===== src/design/axi4s_pkg.sv =====
// AXI4-Stream field definitions
// Stream word layout

package axi4s_pkg;

    // ----------------------------------------
    // Field widths
    // ----------------------------------------
    // Bytes per beat
    localparam int BYTES   = 4;
    localparam int TDATA_W = BYTES * 8;
    localparam int TKEEP_W = BYTES;
    localparam int TID_W   = 4;
    localparam int TDEST_W = 4;
    localparam int TUSER_W = 8;

    // ----------------------------------------
    // Field types
    // ----------------------------------------
    typedef logic [TDATA_W-1:0] tdata_t;
    typedef logic [TKEEP_W-1:0] tkeep_t;
    typedef logic [TID_W-1:0]   tid_t;
    typedef logic [TDEST_W-1:0] tdest_t;
    typedef logic [TUSER_W-1:0] tuser_t;

    // One beat as stored in the FIFO, 53 bits
    typedef struct packed {
        tdata_t tdata;
        tkeep_t tkeep;
        logic   tlast;
        tid_t   tid;
        tdest_t tdest;
        tuser_t tuser;
    } axi4s_word_t;

endpackage : axi4s_pkg


===== src/design/fifo_pkg.sv =====
// FIFO storage and status definitions

package fifo_pkg;

    // ----------------------------------------
    // Storage geometry
    // ----------------------------------------
    // Words in the storage array
    localparam int DEPTH   = 16;
    localparam int PTR_W   = $clog2(DEPTH);
    // One extra bit so a full array can be told from an empty one
    localparam int COUNT_W = PTR_W + 1;

    // Statistics counter widths
    localparam int WORD_CNT_W = 16;
    localparam int PKT_CNT_W  = 16;
    localparam int BYTE_CNT_W = 20;

    typedef logic [PTR_W-1:0]   ptr_t;
    typedef logic [COUNT_W-1:0] count_t;
    // Array plus output register, saturated at DEPTH
    typedef logic [COUNT_W-1:0] level_t;

    // Prefetch states
    typedef enum logic [1:0] {
        RD_IDLE  = 2'd0,
        RD_FETCH = 2'd1,
        RD_HOLD  = 2'd2
    } rd_state_e;

    // Output stream statistics, all wrapping
    typedef struct packed {
        logic [WORD_CNT_W-1:0] word_cnt;
        logic [PKT_CNT_W-1:0]  pkt_cnt;
        logic [BYTE_CNT_W-1:0] byte_cnt;
    } stats_t;

endpackage : fifo_pkg


===== src/design/axi4s_fifo_core.sv =====
// Word-based AXI4-Stream FIFO core

`timescale 1ns/1ps

module axi4s_fifo_core (
    input  logic                   aclk,
    input  logic                   rst_n,
    // Slave stream
    input  logic                   s_tvalid,
    output logic                   s_tready,
    input  axi4s_pkg::axi4s_word_t s_tword,
    // Master stream
    output logic                   m_tvalid,
    input  logic                   m_tready,
    output axi4s_pkg::axi4s_word_t m_tword,
    // Words held in total
    output fifo_pkg::level_t       fill_level
);

    // ----------------------------------------
    // Internal signals
    // ----------------------------------------
    logic                   wr_en;
    logic                   rd_en;
    logic                   load;
    logic                   consume;
    logic                   full;
    logic                   empty;
    logic                   out_word_busy;
    fifo_pkg::ptr_t         wr_ptr;
    fifo_pkg::ptr_t         rd_ptr;
    fifo_pkg::count_t       count;
    fifo_pkg::level_t       level_raw;
    axi4s_pkg::axi4s_word_t rd_word;

    // Stream handshakes
    assign s_tready = !full;
    assign wr_en    = s_tvalid && s_tready;
    assign consume  = m_tvalid && m_tready;

    // ----------------------------------------
    // FIFO blocks
    // ----------------------------------------
    fifo_mem u_mem (
        .aclk    (aclk),
        .wr_en   (wr_en),
        .wr_addr (wr_ptr),
        .wr_word (s_tword),
        .rd_en   (rd_en),
        .rd_addr (rd_ptr),
        .rd_word (rd_word)
    );

    fifo_ptr_ctrl u_ptr_ctrl (
        .aclk   (aclk),
        .rst_n  (rst_n),
        .wr_en  (wr_en),
        .rd_en  (rd_en),
        .wr_ptr (wr_ptr),
        .rd_ptr (rd_ptr),
        .count  (count),
        .full   (full),
        .empty  (empty)
    );

    fifo_rd_fsm u_rd_fsm (
        .aclk      (aclk),
        .rst_n     (rst_n),
        .empty     (empty),
        .consume   (consume),
        .rd_en     (rd_en),
        .load      (load),
        .out_valid (m_tvalid)
    );

    // ----------------------------------------
    // Output register
    // ----------------------------------------
    // First word fall-through, stays put until reloaded
    always_ff @(posedge aclk) begin
        if (load) begin
            m_tword <= rd_word;
        end
    end

    // Held word or word in flight both count
    assign out_word_busy = m_tvalid || load;
    assign level_raw     = fifo_pkg::level_t'(count) + fifo_pkg::level_t'(out_word_busy);
    // Saturate at DEPTH when the output register is also full
    assign fill_level    = (level_raw > fifo_pkg::level_t'(fifo_pkg::DEPTH)) ?
                           fifo_pkg::level_t'(fifo_pkg::DEPTH) : level_raw;

    // Stalled beat must not change
    a_out_stable: assert property (
        @(posedge aclk) disable iff (!rst_n)
        (m_tvalid && !m_tready) |=> (m_tvalid && $stable(m_tword))
    );

endmodule : axi4s_fifo_core


===== src/design/axi4s_fifo_mon.sv =====
// Output stream statistics monitor

`timescale 1ns/1ps

module axi4s_fifo_mon (
    input  logic                   aclk,
    input  logic                   rst_n,
    // Observed master stream
    input  logic                   m_tvalid,
    input  logic                   m_tready,
    input  axi4s_pkg::axi4s_word_t m_tword,
    // Running counts
    output fifo_pkg::stats_t       stats
);

    // ----------------------------------------
    // Beat decode
    // ----------------------------------------
    logic                           xfer;
    logic [fifo_pkg::BYTE_CNT_W-1:0] beat_bytes;

    assign xfer = m_tvalid && m_tready;

    // Valid bytes in this beat
    always_comb begin
        beat_bytes = '0;
        for (int i = 0; i < axi4s_pkg::BYTES; i++) begin
            beat_bytes = beat_bytes + fifo_pkg::BYTE_CNT_W'(m_tword.tkeep[i]);
        end
    end

    // ----------------------------------------
    // Counters
    // ----------------------------------------
    // All wrap at their width
    always_ff @(posedge aclk) begin
        if (!rst_n) begin
            stats <= '0;
        end else if (xfer) begin
            stats.word_cnt <= stats.word_cnt + 1'b1;
            // Packet ends on tlast
            if (m_tword.tlast) begin
                stats.pkt_cnt <= stats.pkt_cnt + 1'b1;
            end
            stats.byte_cnt <= stats.byte_cnt + beat_bytes;
        end
    end

endmodule : axi4s_fifo_mon


===== src/design/axi4s_fifo_top.sv =====
// AXI4-Stream FIFO with output statistics

`timescale 1ns/1ps

module axi4s_fifo_top (
    input  logic                   aclk,
    input  logic                   rst_n,
    // Slave stream
    input  logic                   s_tvalid,
    output logic                   s_tready,
    input  axi4s_pkg::axi4s_word_t s_tword,
    // Master stream
    output logic                   m_tvalid,
    input  logic                   m_tready,
    output axi4s_pkg::axi4s_word_t m_tword,
    // Status
    output fifo_pkg::level_t       fill_level,
    output fifo_pkg::stats_t       stats
);

    // ----------------------------------------
    // FIFO
    // ----------------------------------------
    axi4s_fifo_core u_core (
        .aclk       (aclk),
        .rst_n      (rst_n),
        .s_tvalid   (s_tvalid),
        .s_tready   (s_tready),
        .s_tword    (s_tword),
        .m_tvalid   (m_tvalid),
        .m_tready   (m_tready),
        .m_tword    (m_tword),
        .fill_level (fill_level)
    );

    // Watches the master side only
    axi4s_fifo_mon u_mon (
        .aclk     (aclk),
        .rst_n    (rst_n),
        .m_tvalid (m_tvalid),
        .m_tready (m_tready),
        .m_tword  (m_tword),
        .stats    (stats)
    );

endmodule : axi4s_fifo_top


===== src/design/fifo_mem.sv =====
// FIFO storage array

`timescale 1ns/1ps

module fifo_mem (
    input  logic                   aclk,
    // Write port
    input  logic                   wr_en,
    input  fifo_pkg::ptr_t         wr_addr,
    input  axi4s_pkg::axi4s_word_t wr_word,
    // Read port
    input  logic                   rd_en,
    input  fifo_pkg::ptr_t         rd_addr,
    output axi4s_pkg::axi4s_word_t rd_word
);

    // ----------------------------------------
    // Array
    // ----------------------------------------
    axi4s_pkg::axi4s_word_t mem [fifo_pkg::DEPTH];

    // Write side
    always_ff @(posedge aclk) begin
        if (wr_en) begin
            mem[wr_addr] <= wr_word;
        end
    end

    // ----------------------------------------
    // Registered read
    // ----------------------------------------
    // Data valid the cycle after rd_en
    // Holds its value between reads
    always_ff @(posedge aclk) begin
        if (rd_en) begin
            rd_word <= mem[rd_addr];
        end
    end

endmodule : fifo_mem


===== src/design/fifo_ptr_ctrl.sv =====
// FIFO pointers and occupancy

`timescale 1ns/1ps

module fifo_ptr_ctrl (
    input  logic             aclk,
    input  logic             rst_n,
    // Strobes from the core
    input  logic             wr_en,
    input  logic             rd_en,
    // Array addresses
    output fifo_pkg::ptr_t   wr_ptr,
    output fifo_pkg::ptr_t   rd_ptr,
    // Status
    output fifo_pkg::count_t count,
    output logic             full,
    output logic             empty
);

    // ----------------------------------------
    // Pointers
    // ----------------------------------------
    // Wrap modulo DEPTH
    always_ff @(posedge aclk) begin
        if (!rst_n) begin
            wr_ptr <= '0;
        end else if (wr_en) begin
            wr_ptr <= fifo_pkg::ptr_t'(wr_ptr + 1'b1);
        end
    end

    always_ff @(posedge aclk) begin
        if (!rst_n) begin
            rd_ptr <= '0;
        end else if (rd_en) begin
            rd_ptr <= fifo_pkg::ptr_t'(rd_ptr + 1'b1);
        end
    end

    // ----------------------------------------
    // Occupancy
    // ----------------------------------------
    always_ff @(posedge aclk) begin
        if (!rst_n) begin
            count <= '0;
        end else begin
            case ({wr_en, rd_en})
                2'b10:   count <= fifo_pkg::count_t'(count + 1'b1);
                2'b01:   count <= fifo_pkg::count_t'(count - 1'b1);
                // Both or neither leaves the count alone
                default: count <= count;
            endcase
        end
    end

    // Flags from the registered count
    assign full  = (count == fifo_pkg::count_t'(fifo_pkg::DEPTH));
    assign empty = (count == '0);

    // ----------------------------------------
    // Checks
    // ----------------------------------------
    // Core must gate writes with s_tready
    a_no_write_full: assert property (
        @(posedge aclk) disable iff (!rst_n)
        wr_en |-> !full
    );

    // Prefetch must never read an empty array
    a_no_read_empty: assert property (
        @(posedge aclk) disable iff (!rst_n)
        rd_en |-> !empty
    );

endmodule : fifo_ptr_ctrl


===== src/design/fifo_rd_fsm.sv =====
// Output prefetch state machine

`timescale 1ns/1ps

module fifo_rd_fsm (
    input  logic aclk,
    input  logic rst_n,
    // Array status
    input  logic empty,
    // Output beat taken this cycle
    input  logic consume,
    // Array read strobe
    output logic rd_en,
    // Output register load the cycle after rd_en
    output logic load,
    // Output register holds a word
    output logic out_valid
);

    fifo_pkg::rd_state_e state;
    fifo_pkg::rd_state_e state_next;

    // ----------------------------------------
    // Read issue
    // ----------------------------------------
    // Fetch when the output register is free or being emptied
    always_comb begin
        rd_en = 1'b0;
        if (!empty) begin
            if (state == fifo_pkg::RD_IDLE) begin
                rd_en = 1'b1;
            end else if (state == fifo_pkg::RD_HOLD && consume) begin
                rd_en = 1'b1;
            end
        end
    end

    // ----------------------------------------
    // Next state
    // ----------------------------------------
    always_comb begin
        state_next = state;
        case (state)
            fifo_pkg::RD_IDLE: begin
                if (rd_en) begin
                    state_next = fifo_pkg::RD_FETCH;
                end
            end
            // Read data lands in the output register at the end of this cycle
            fifo_pkg::RD_FETCH: begin
                state_next = fifo_pkg::RD_HOLD;
            end
            fifo_pkg::RD_HOLD: begin
                if (rd_en) begin
                    state_next = fifo_pkg::RD_FETCH;
                end else if (consume) begin
                    state_next = fifo_pkg::RD_IDLE;
                end
            end
            default: state_next = fifo_pkg::RD_IDLE;
        endcase
    end

    always_ff @(posedge aclk) begin
        if (!rst_n) begin
            state <= fifo_pkg::RD_IDLE;
            load  <= 1'b0;
        end else begin
            state <= state_next;
            // Read data valid one cycle after the strobe
            load  <= rd_en;
        end
    end

    assign out_valid = (state == fifo_pkg::RD_HOLD);

    // ----------------------------------------
    // Checks
    // ----------------------------------------
    // Strobe, load and valid output in consecutive cycles
    // No second read while the first is still in flight
    a_load_after_read: assert property (
        @(posedge aclk) disable iff (!rst_n)
        rd_en |=> (load && !rd_en) ##1 out_valid
    );

endmodule : fifo_rd_fsm


===== config.mk =====
export PLATFORM = sky130hd
export DESIGN_NAME = axi4s_fifo_top
export DESIGN_NICKNAME = d
export VERILOG_FILES = /design/src/design/axi4s_pkg.sv /design/src/design/fifo_pkg.sv /design/src/design/axi4s_fifo_core.sv /design/src/design/axi4s_fifo_mon.sv /design/src/design/axi4s_fifo_top.sv /design/src/design/fifo_mem.sv /design/src/design/fifo_ptr_ctrl.sv /design/src/design/fifo_rd_fsm.sv
export SDC_FILE = /design/constraint.sdc
export NUM_CORES = 1
export LEC_CHECK = 0
export BUFFER_PORTS_ARGS = -buffer_cell sky130_fd_sc_hd__buf_2
export CORE_UTILIZATION = 65
export CTS_CLUSTER_DIAMETER = 50
export DETAILED_ROUTE_END_ITERATION = 16
export PLACE_DENSITY_LB_ADDON = 0.3
export SETUP_SLACK_MARGIN = 0.02
export SYNTH_ARGS = -nofsm -noshare
export SYNTH_HDL_FRONTEND = slang
export SYNTH_SLANG_ARGS = --single-unit

===== constraint.sdc =====
create_clock -name aclk -period 13.3 [get_ports aclk]
set_clock_uncertainty 0.05 [all_clocks]
set_input_delay 0.665 -clock aclk [delete_from_list [all_inputs] [get_ports aclk]]
set_output_delay 0.665 -clock aclk [all_outputs]
set_load 0.01 [all_outputs]

# == After elaboration in Yosys (flattened, before gate mapping) ==
# Memory sizes are Yosys's and may differ from the RTL's. A register that Yosys moved wholly into a read port is not among the register bits.
# Cells that the tools add are included.
# op_classes
addsub,11
magnitude_cmp,1
n_eq_ne,7
mux,11
n_reduce_logical,10
# op_table
operator,n
20-bit by 1-bit adder with 20-bit output,2
16-bit by 1-bit adder with 16-bit output (second input constant),2
20-bit adder,1
5-bit one-hot mux with 2 select lines,1
4-bit by 1-bit adder with 4-bit output (second input constant),2
2-bit 2-to-1 mux,3
2-bit one-hot mux with 3 select lines,1
5-bit by 1-bit adder with 5-bit output,1
5-bit by 1-bit adder with 5-bit output (second input constant),1
5-bit equality test (second input constant),1
5-bit greater-than comparator (second input constant),1
5-bit logical NOT,1
1-bit 2-to-1 mux,5
5-bit 2-to-1 mux,1
5-bit by 1-bit subtractor with 5-bit output (second input constant),1
2-bit by 1-bit equality test with 1-bit output (second input constant),2
2-bit equality test (second input constant),2
2-bit AND reduction,2
1-bit logical AND,3
3-bit inequality test (second input constant),1
1-bit by 1-bit adder with 2-bit output,1
2-bit logical NOT,1
2-bit by 1-bit inequality test with 1-bit output (second input constant),1
2-bit nonzero test,1
other kinds (2),2
# totals
regBits,121
ramBits,848
in_bits,57
out_inout_bits,112
elab_cells,55
mem_count,1
# memory_table
name,words,word_bits,rd,rd_clocked_by_memory_dff,write_ports,line_no,text
u_core.u_mem.mem,16,53,1,1,1,fifo_mem.sv:20,axi4s_pkg::axi4s_word_t mem [fifo_pkg::DEPTH];

# == Logic depth before layout (Yosys ltp) ==
# Gate-level depths: netlist (run 1).
# depth
word_depth,8
mapped_depth,11
mapped_depth_nobuf,11

# == By module ==
# A second synthesis (run 1) with hierarchy kept.
# unflattened
cells_unflattened,1821
area_unflattened_um2,38356.8
# by_module_without_submodules
module,n_inst,cells_each,area_each_um2,seq_area_each_um2
fifo_mem,1,1370,33342.0,27055.9
axi4s_fifo_mon,1,281,2408.6,1041.0
axi4s_fifo_core,1,74,1734.2,1591.5
fifo_ptr_ctrl,1,85,748.2,260.2
fifo_rd_fsm,1,11,123.9,60.1

# == Worst setup path after synthesis (run 1) ==
# Ideal clock, no wire load.
# synth_timing
path_type,input port to flip-flop
start,in s_tvalid
end,mem u_core.u_mem.mem[0][0] in the netlist's numbering (enable)
setup_ps,529
t_arrival_ps,4873
required_ps,12721
path_slack_ps,7848
stages,3
n_path_buf,0
cell_sequence,a21boi_1 > nand2_1 > nor3_1
# synth_between
elab_chain_len,3
# synth_lines
element,line_no,text
"start, declared",axi4s_fifo_top.sv:9,"input logic s_tvalid,"
1-bit logical AND,axi4s_fifo_core.sv:38,assign wr_en = s_tvalid && s_tready;
1-bit 2-to-1 mux,fifo_mem.sv:24,if (wr_en) begin
1-bit 2-to-1 mux (implied by the code),fifo_mem.sv:25,mem[wr_addr] <= wr_word;
"end, declared",fifo_mem.sv:20,
# No other way between the ends.

# == Final worst setup path (run 1) ==
# layout_timing
start,reg u_core.u_rd_fsm.state[1]
end,out fill_level[3]
# layout_between
elab_chain_len,5
# layout_lines
element,line_no,text
"start, declared",fifo_rd_fsm.sv:20,fifo_pkg::rd_state_e state;
"start signal, assigned",fifo_rd_fsm.sv:66,state <= fifo_pkg::RD_IDLE;
"start signal, assigned",fifo_rd_fsm.sv:69,state <= state_next;
2-bit equality test *,fifo_rd_fsm.sv:75,assign out_valid = (state == fifo_pkg::RD_HOLD);
1-bit logical OR *,axi4s_fifo_core.sv:87,assign out_word_busy = m_tvalid || load;
5-bit by 1-bit adder with 5-bit output *,axi4s_fifo_core.sv:88,assign level_raw = fifo_pkg::level_t'(count) + fifo_pkg::level_t'(out_word_busy);
5-bit greater-than comparator,axi4s_fifo_core.sv:90,assign fill_level = (level_raw > fifo_pkg::level_t'(fifo_pkg::DEPTH)) ?
5-bit 2-to-1 mux *,axi4s_fifo_core.sv:90,
"end, declared",axi4s_fifo_top.sv:17,"output fifo_pkg::level_t fill_level,"
# Every way passes the cells marked *; elsewhere a longest branch is shown, timed or not.

==> results of run 1 <==
## worst register-to-register path: stages (launching register included)
cell,delay [ns]
dfxtp_4,0.99
buf_12,0.76
mux4_2,0.86
a22oi_1,0.27
nand2_1,0.14
## state kept, by name, indices dropped and copies added, names as in the netlist
register / cells
u_core.u_rd_fsm.load: 1
u_core.u_ptr_ctrl.wr_ptr: 4
u_core.u_ptr_ctrl.count: 5
u_core.u_mem.mem: 848
u_core.m_tword: 53
u_mon.stats: 52
u_core.u_ptr_ctrl.rd_ptr: 4
u_core.u_mem.rd_word: 53
u_core.u_rd_fsm.state: 2
## layout make-up
cell class	instances	area [um^2]	area share, %
tap	765	957	2.21
clock buffer	115	2530	5.84
sequential	1022	30000	69.4
clock inverter	64	589	1.36
antenna	4	10.0	0.0231
timing repair buffer	199	1090	2.51
inverter	20	75.1	0.173
multi-input combinational	690	8010	18.5
## power breakdown
part	switching (uW)	internal (uW)
sequential	203	3840
clock	1200	1540
combinational	717	604
## logic make-up (layout without fill, tap and decap cells)
group / after synthesis / after routing / synth area share (%)
other: 0 / 4 / 0
and+or+nand+nor: 248 / 248 / 3.25
adders and majority gates: 21 / 21 / 0.744
xor gates and xnor gates: 32 / 32 / 0.731
AOI/OAI and AO/OA: 168 / 168 / 3.10
muxes: 221 / 221 / 12.7
buffers and inverters: 109 / 398 / 1.28
DFF: 1022 / 1022 / 78.2
## worst paths after layout
kind / from / to / slack (ns) / cells past startpoint
setup / recovery: u_core.u_rd_fsm.state[1]$_SDFFE_PN0P_ / fill_level[3] / 9.62 / 9
hold / removal: s_tword[52] / u_core.u_mem.mem[13][52]$_DFFE_PP_ / 0.32 / 1
setup reg to reg: u_core.u_ptr_ctrl.rd_ptr[0]$_SDFFE_PN0P_ / u_core.u_mem.rd_word[17]$_DFFE_PP_ / 9.95 / 4
hold reg to reg: u_core.u_mem.rd_word[12]$_DFFE_PP_ / u_core.m_tword[12]$_DFFE_PP_ / 0.36 / 0
## layout by cell type (no fill, tap or decap), types with 12 or more instances in the layout
master	n
a22oi_1	106
buf_2	168
nand2_1	87
nor2_4	13
clkinv_2	21
ha_1	18
clkinv_1	22
clkbuf_1	16
nor2_1	43
a21oi_1	28
mux4_2	212
buf_4	30
nand4_1	15
xor2_1	20
nand3_1	12
edfxtp_1	954
xnor2_1	12
clkbuf_16	98
inv_1	20
or4_1	14
dfxtp_1	65
## layer usage
layer,vias up,routed length [um]
met5,-,52
met4,8,2960
met3,233,9090
met2,1389,46200
met1,10300,33700
li1,7955,-
## stage by stage
step | instance area, um^2 | hold slack, ns | worst slack [ns] | total power (uW)
after floorplan | 38400 | 0.350 | 7.85 | 4960
after global placement | 40200 | 0.353 | 9.92 | 5340
after detailed placement | 40200 | 0.356 | 9.82 | 5370
after CTS | 43300 | 0.294 | 9.58 | 8130
after global routing | 43300 | 0.319 | 9.40 | 8350
final | 43300 | 0.320 | 9.62 | 8100
==> results.json, run 1 <==
{
  "status": "finished clean",
  "critical_path.n_buffers_inverters": 2,
  "path_common_cell": "ha_1",
  "gp_routability_congestion": 0.792,
  "grt_use_met3_pct": 6.02,
  "detailroute.via_count": 19900,
  "synthArstFlopShare_pct": 0,
  "synth_enable_flop_cells": 954,
  "gr-max-usage-layer": "met2",
  "cts_root_buf": "clkbuf_16",
  "post-dp-hpwl_um": 39500,
  "mappedNetlistNets": 1899,
  "tritoncts_clock_tree": "done",
  "max-vdd-ir-drop_mv": 0.149,
  "synthMostInstantiatedCell": "edfxtp_1",
  "drt.antenna.violating_nets": 0,
  "drive_above_1_share_pct": 27.8,
  "fmaxAchievable_mhz": 272,
  "maxCapViolCount": 0,
  "design.final.nets": 2107,
  "synth_largest_type_area_fraction_pct": 74.7,
  "postCtsSetupRepairBufs": 0,
  "pin_count_of_the_biggest_net_entering_global_routing": 122,
  "max_slew_violation_total_from_the_final_report": 0,
  "synth_sequential_area_ratio_pct": 78.2,
  "grt_pass1_vias": 20500,
  "grt_first_pass_wirelength_um": 135000,
  "numPlacedInstances": 2696,
  "timing.setup.critical_path_class": "flop to primary output",
  "grt_setup_unrepaired": "no",
  "cts_hold_buffers": 0,
  "ys_warn_count": 0,
  "slew_headroom_pct": 20.7,
  "core_area_um2": 58000,
  "post-route-min-period_ns": 3.68,
  "postCtsResizedCells": 0,
  "ys_top_cells_by_area": "edfxtp_1 (75%), mux4_2 (12%), dfxtp_1 (3.5%), a22oi_1 (2.1%), nand2_1 (0.85%)",
  "die_w_um": 245,
  "cts-htree-levels": 3,
  "crit_path_max_fanout": 8,
  "clk_pin_slew_worst_paths_ns": 0.07,
  "groute.layer.met2.usage_pct": 51.3,
  "cts_num_sinks": 1022,
  "tritoncts.num_buffers": 96,
  "final_core_util_pct": 74.6,
  "firstDrtPassIters": 5,
  "synth_flop_cell": "edfxtp_1",
  "cpPeakStageDelay_ns": 0.58,
  "synth.ff_latch_count": 1022,
  "synth_cell_types": 52,
  "nFillCells": 2991,
  "critical-path-slowest-cell": "nor2b_1",
  "hold_path_class": "input port to flop",
  "buffer_ports.inserted": 168,
  "area.growth.synth_to_final_pct": 12.8,
  "fp-row-count": 88,
  "fin_setup_tns_ns": 0,
  "totalWireLength_um": 92000,
  "endpoint_class_of_the_critical_path": "primary output",
  "floorplan.io_pins": 169,
  "antenna_violations_before_repair": 7,
  "netlist_instances": 1821,
  "synth_top_cell_by_area": "edfxtp_1",
  "grt_remaining_overflow": 0,
  "cts_buffer_depth": 3,
  "met1_usage_pct": 43.2,
  "critical_path.cell_chain": "nor2b_1 -> or2_2 -> ha_1 -> ha_1 -> nand3_1 -> xnor2_1 -> inv_1 -> nor2_1 -> buf_2",
  "routedWlPerCell_um": 32.0,
  "initial_core_util_pct": 66.1,
  "detail_route.vias_per_cell": 6.92,
  "cp_top_family": "simple AND/OR/NAND/NOR gates",
  "post_synth_most_frequent_cells": "edfxtp_1 (954), mux4_2 (212), a22oi_1 (106)",
  "final.period_utilization_pct": 27.7,
  "clkLatencyLatePin_ns": 0.67,
  "drtIter0Drc": 2645,
  "setup.worst_path.start_class": "flop",
  "static-leakage-power_uw": 0.0141,
  "final_hold_viol_count": 0,
  "total_standard_cell_area_after_synthesis_um2": 38400,
  "arrival_time_at_the_worst_endpoint_ns": 2.96,
  "drc": 0,
  "setup_violations": 0,
  "floorplan.die_area_um2": 60000,
  "die_height_um": 245,
  "finish.cell_count_without_fillers": 2879,
  "worst_pin_slew_ns": 1.19,
  "powerDensity_nw_per_um2": 187,
  "track_usage_pct": 31.6,
  "critPathRequiredTime_ns": 12.59,
  "avgSynthCellArea_um2": 21.1
}
Note: power is estimated with default switching activity, not from simulation.
==> inputs of run 2 (changes only) <==
--- a/config.mk
+++ b/config.mk
@@ -6,7 +6,7 @@
 export NUM_CORES = 1
 export LEC_CHECK = 0
 export BUFFER_PORTS_ARGS = -buffer_cell sky130_fd_sc_hd__buf_2
-export CORE_UTILIZATION = 65
+export CORE_UTILIZATION = 61
 export CTS_CLUSTER_DIAMETER = 50
 export DETAILED_ROUTE_END_ITERATION = 16
 export PLACE_DENSITY_LB_ADDON = 0.3
==> constraint.sdc (replaced) <==
create_clock -name aclk -period 3.5 [get_ports aclk]
set_clock_uncertainty 0.05 [all_clocks]
set_input_delay 0.175 -clock aclk [delete_from_list [all_inputs] [get_ports aclk]]
set_output_delay 0.175 -clock aclk [all_outputs]
set_load 0.01 [all_outputs]
==> run 2 against run 1 <==
Combinational power rose to 4.1 times the previous value. Largest power group unchanged. Critical path type is now flop to flop. Highest routed layer unchanged. Via count down 2.2%. Sequential power rose to 3.7 times the previous value.
==> results.json, run 2 (synthesized netlist as in run 1, its figures left out) <==
{
  "power.clock.fraction_pct": 34.2,
  "layout_common_cells": "edfxtp_1 (954), mux4_2 (212), buf_2 (168)",
  "detail_route.vias_per_cell": 6.43,
  "postCtsResizedCells": 0,
  "cts_num_sinks": 1022,
  "ff_latch_area_um2": 30000,
  "grt_pass1_vias": 20200,
  "final.period_utilization_pct": 86.9,
  "numPlacedInstances": 2787,
  "routedWlPerCell_um": 27.8,
  "max_slew_violation_total_from_the_final_report": 0,
  "netSwitchingFraction_pct": 25.4,
  "postCtsSetupRepairBufs": 0,
  "cts_hold_buffers": 55,
  "arrival_time_at_the_worst_endpoint_ns": 3.54,
  "hold_path_class": "input port to flop",
  "multi_input_logic_area_um2": 8040,
  "buffer_ports.inserted": 168,
  "reg_with_most_ffs": "u_core.u_mem.mem",
  "status": "finished clean",
  "comb_power_share_pct": 17.5,
  "dp_slack_ns": 0.514,
  "fin_setup_tns_ns": 0,
  "largest_register_ffs": 848,
  "setup.worst_path.start_class": "flop",
  "gp_routability_congestion": 0.789,
  "reg2reg_from": "u_core.m_tword[17]$_DFFE_PP_",
  "mostFrequentLayoutCell": "edfxtp_1",
  "top_regs": "u_core.u_mem.mem x848, u_core.m_tword x53, u_core.u_mem.rd_word x53",
  "cts_root_buf": "clkbuf_16",
  "seq_power_share_pct": 48.3,
  "crit_path_max_fanout": 6,
  "final_cell_area_um2": 44600,
  "grt_setup_unrepaired": "no",
  "post-route-min-period_ns": 3.04,
  "drc": 0,
  "ff2ff_path_depth": 11,
  "grt_first_pass_wirelength_um": 125000,
  "drt.antenna.violating_nets": 0,
  "firstDrtPassIters": 7,
  "area.growth.synth_to_final_pct": 16.3,
  "timing.setup.critical_path_class": "flop to flop",
  "clkLatencyLatePin_ns": 0.67,
  "design.final.nets": 2185,
  "static-leakage-power_uw": 0.0145,
  "setup_ws_ns": 0.460,
  "maxCapViolCount": 0,
  "clk_pin_slew_worst_paths_ns": 0.06,
  "track_usage_pct": 27.1,
  "startpoint_of_the_worst_hold_path": "s_tvalid",
  "grt_remaining_overflow": 0,
  "crit-reg2reg-capture": "u_mon.stats[18]$_SDFFE_PN0P_",
  "detailroute.via_count": 19500,
  "reg2reg_slack_ns": 0.46,
  "pin_count_of_the_biggest_net_entering_global_routing": 77,
  "max-vdd-ir-drop_mv": 0.607,
  "endpoint_class_of_the_critical_path": "flop",
  "core_area_um2": 61900,
  "p_int_uw": 23100,
  "critPathRequiredTime_ns": 4.01,
  "min_path_cells": 4,
  "powerDensity_nw_per_um2": 695,
  "tritoncts_clock_tree": "done",
  "finish.cell_count_without_fillers": 3031,
  "fp-row-count": 91,
  "final_hold_viol_count": 0,
  "net_switching_power_uw": 7880,
  "nFillCells": 3523,
  "instance_area_after_placement_um2": 40800,
  "cts-htree-levels": 3,
  "totalWireLength_um": 84300,
  "floorplan.io_pins": 169,
  "floorplan.die_area_um2": 63900,
  "initial_core_util_pct": 61.9,
  "tritoncts.num_buffers": 100,
  "post-dp-hpwl_um": 42600,
  "drtIter0Drc": 1888,
  "die_w_um": 253,
  "drive_above_1_share_pct": 28.0,
  "die_height_um": 253,
  "hold_end": "u_core.u_ptr_ctrl.wr_ptr[0]$_SDFFE_PN0P_",
  "worst_pin_slew_ns": 1.02,
  "slew_headroom_pct": 31.7,
  "setup_violations": 0,
  "fmaxAchievable_mhz": 329,
  "antenna_violations_before_repair": 3,
  "cts_buffer_depth": 3
}
## run 2: metrics by stage
stage / hold WS (ns) / utilization [%] / power [uW]
after detailed placement: 0.355 / 65.9 / 20600
after global routing: 0.0604 / 72.0 / 32100
final: 0.0444 / 72.0 / 31000
after floorplan: 0.224 / - / 18800
after CTS: 0.00915 / 72.0 / 31300
after global placement: 0.351 / 65.9 / 20400
## run 2: worst max path at each step
stage                                                        from                                 to  depth (start not counted)
after floorplan           u_core.u_ptr_ctrl.count[2]$_SDFFE_PN0P_  u_core.u_mem.mem[12][0]$_DFFE_PP_                          4
after global placement               u_core.m_tword[17]$_DFFE_PP_       u_mon.stats[12]$_SDFFE_PN0P_                         12
after detailed placement             u_core.m_tword[17]$_DFFE_PP_       u_mon.stats[18]$_SDFFE_PN0P_                         11
after CTS                            u_core.m_tword[17]$_DFFE_PP_       u_mon.stats[18]$_SDFFE_PN0P_                         11
after global routing                 u_core.m_tword[17]$_DFFE_PP_       u_mon.stats[18]$_SDFFE_PN0P_                         11
final                                u_core.m_tword[17]$_DFFE_PP_       u_mon.stats[18]$_SDFFE_PN0P_                         11
## run 2: power by group through the flow
stage	Sequential, uW	Combinational [uW]	Clock [uW]
final	15000	5420	10600
after global routing	15100	5810	11200
after CTS	15000	5500	10800
after detailed placement	15200	5350	0
after global placement	15200	5240	0
after floorplan	15200	3650	0
## run 2: final cells by class
| type | count | share of cell area [%] |
|---|---|---|
| inverter | 20 | 0.168 |
| clock buffer | 127 | 5.98 |
| sequential | 1022 | 67.3 |
| clock inverter | 61 | 1.29 |
| multi-input combinational | 690 | 18.0 |
| antenna | 1 | 0.00561 |
| timing repair buffer | 273 | 4.86 |
| tap | 837 | 2.35 |
## run 2: critical path, stage by stage, from the launching register on
cell and delay (ns):
edfxtp_1 0.39, ha_1 0.30, inv_1 0.08, fa_1 0.40, inv_1 0.07, ha_1 0.15
inv_1 0.07, fa_1 0.44, nor2b_1 0.16, o21ai_0 0.21, or4_1 0.47, a21oi_1 0.16
## run 2: per-layer routing
layer	share of wire [%]	track usage, %	vias up
met5	0.032	0	-
met4	3.1	10.3	4
met3	8.3	4.86	194
met2	50	45.0	1045
met1	38	36.3	10100
li1	-	-	8119
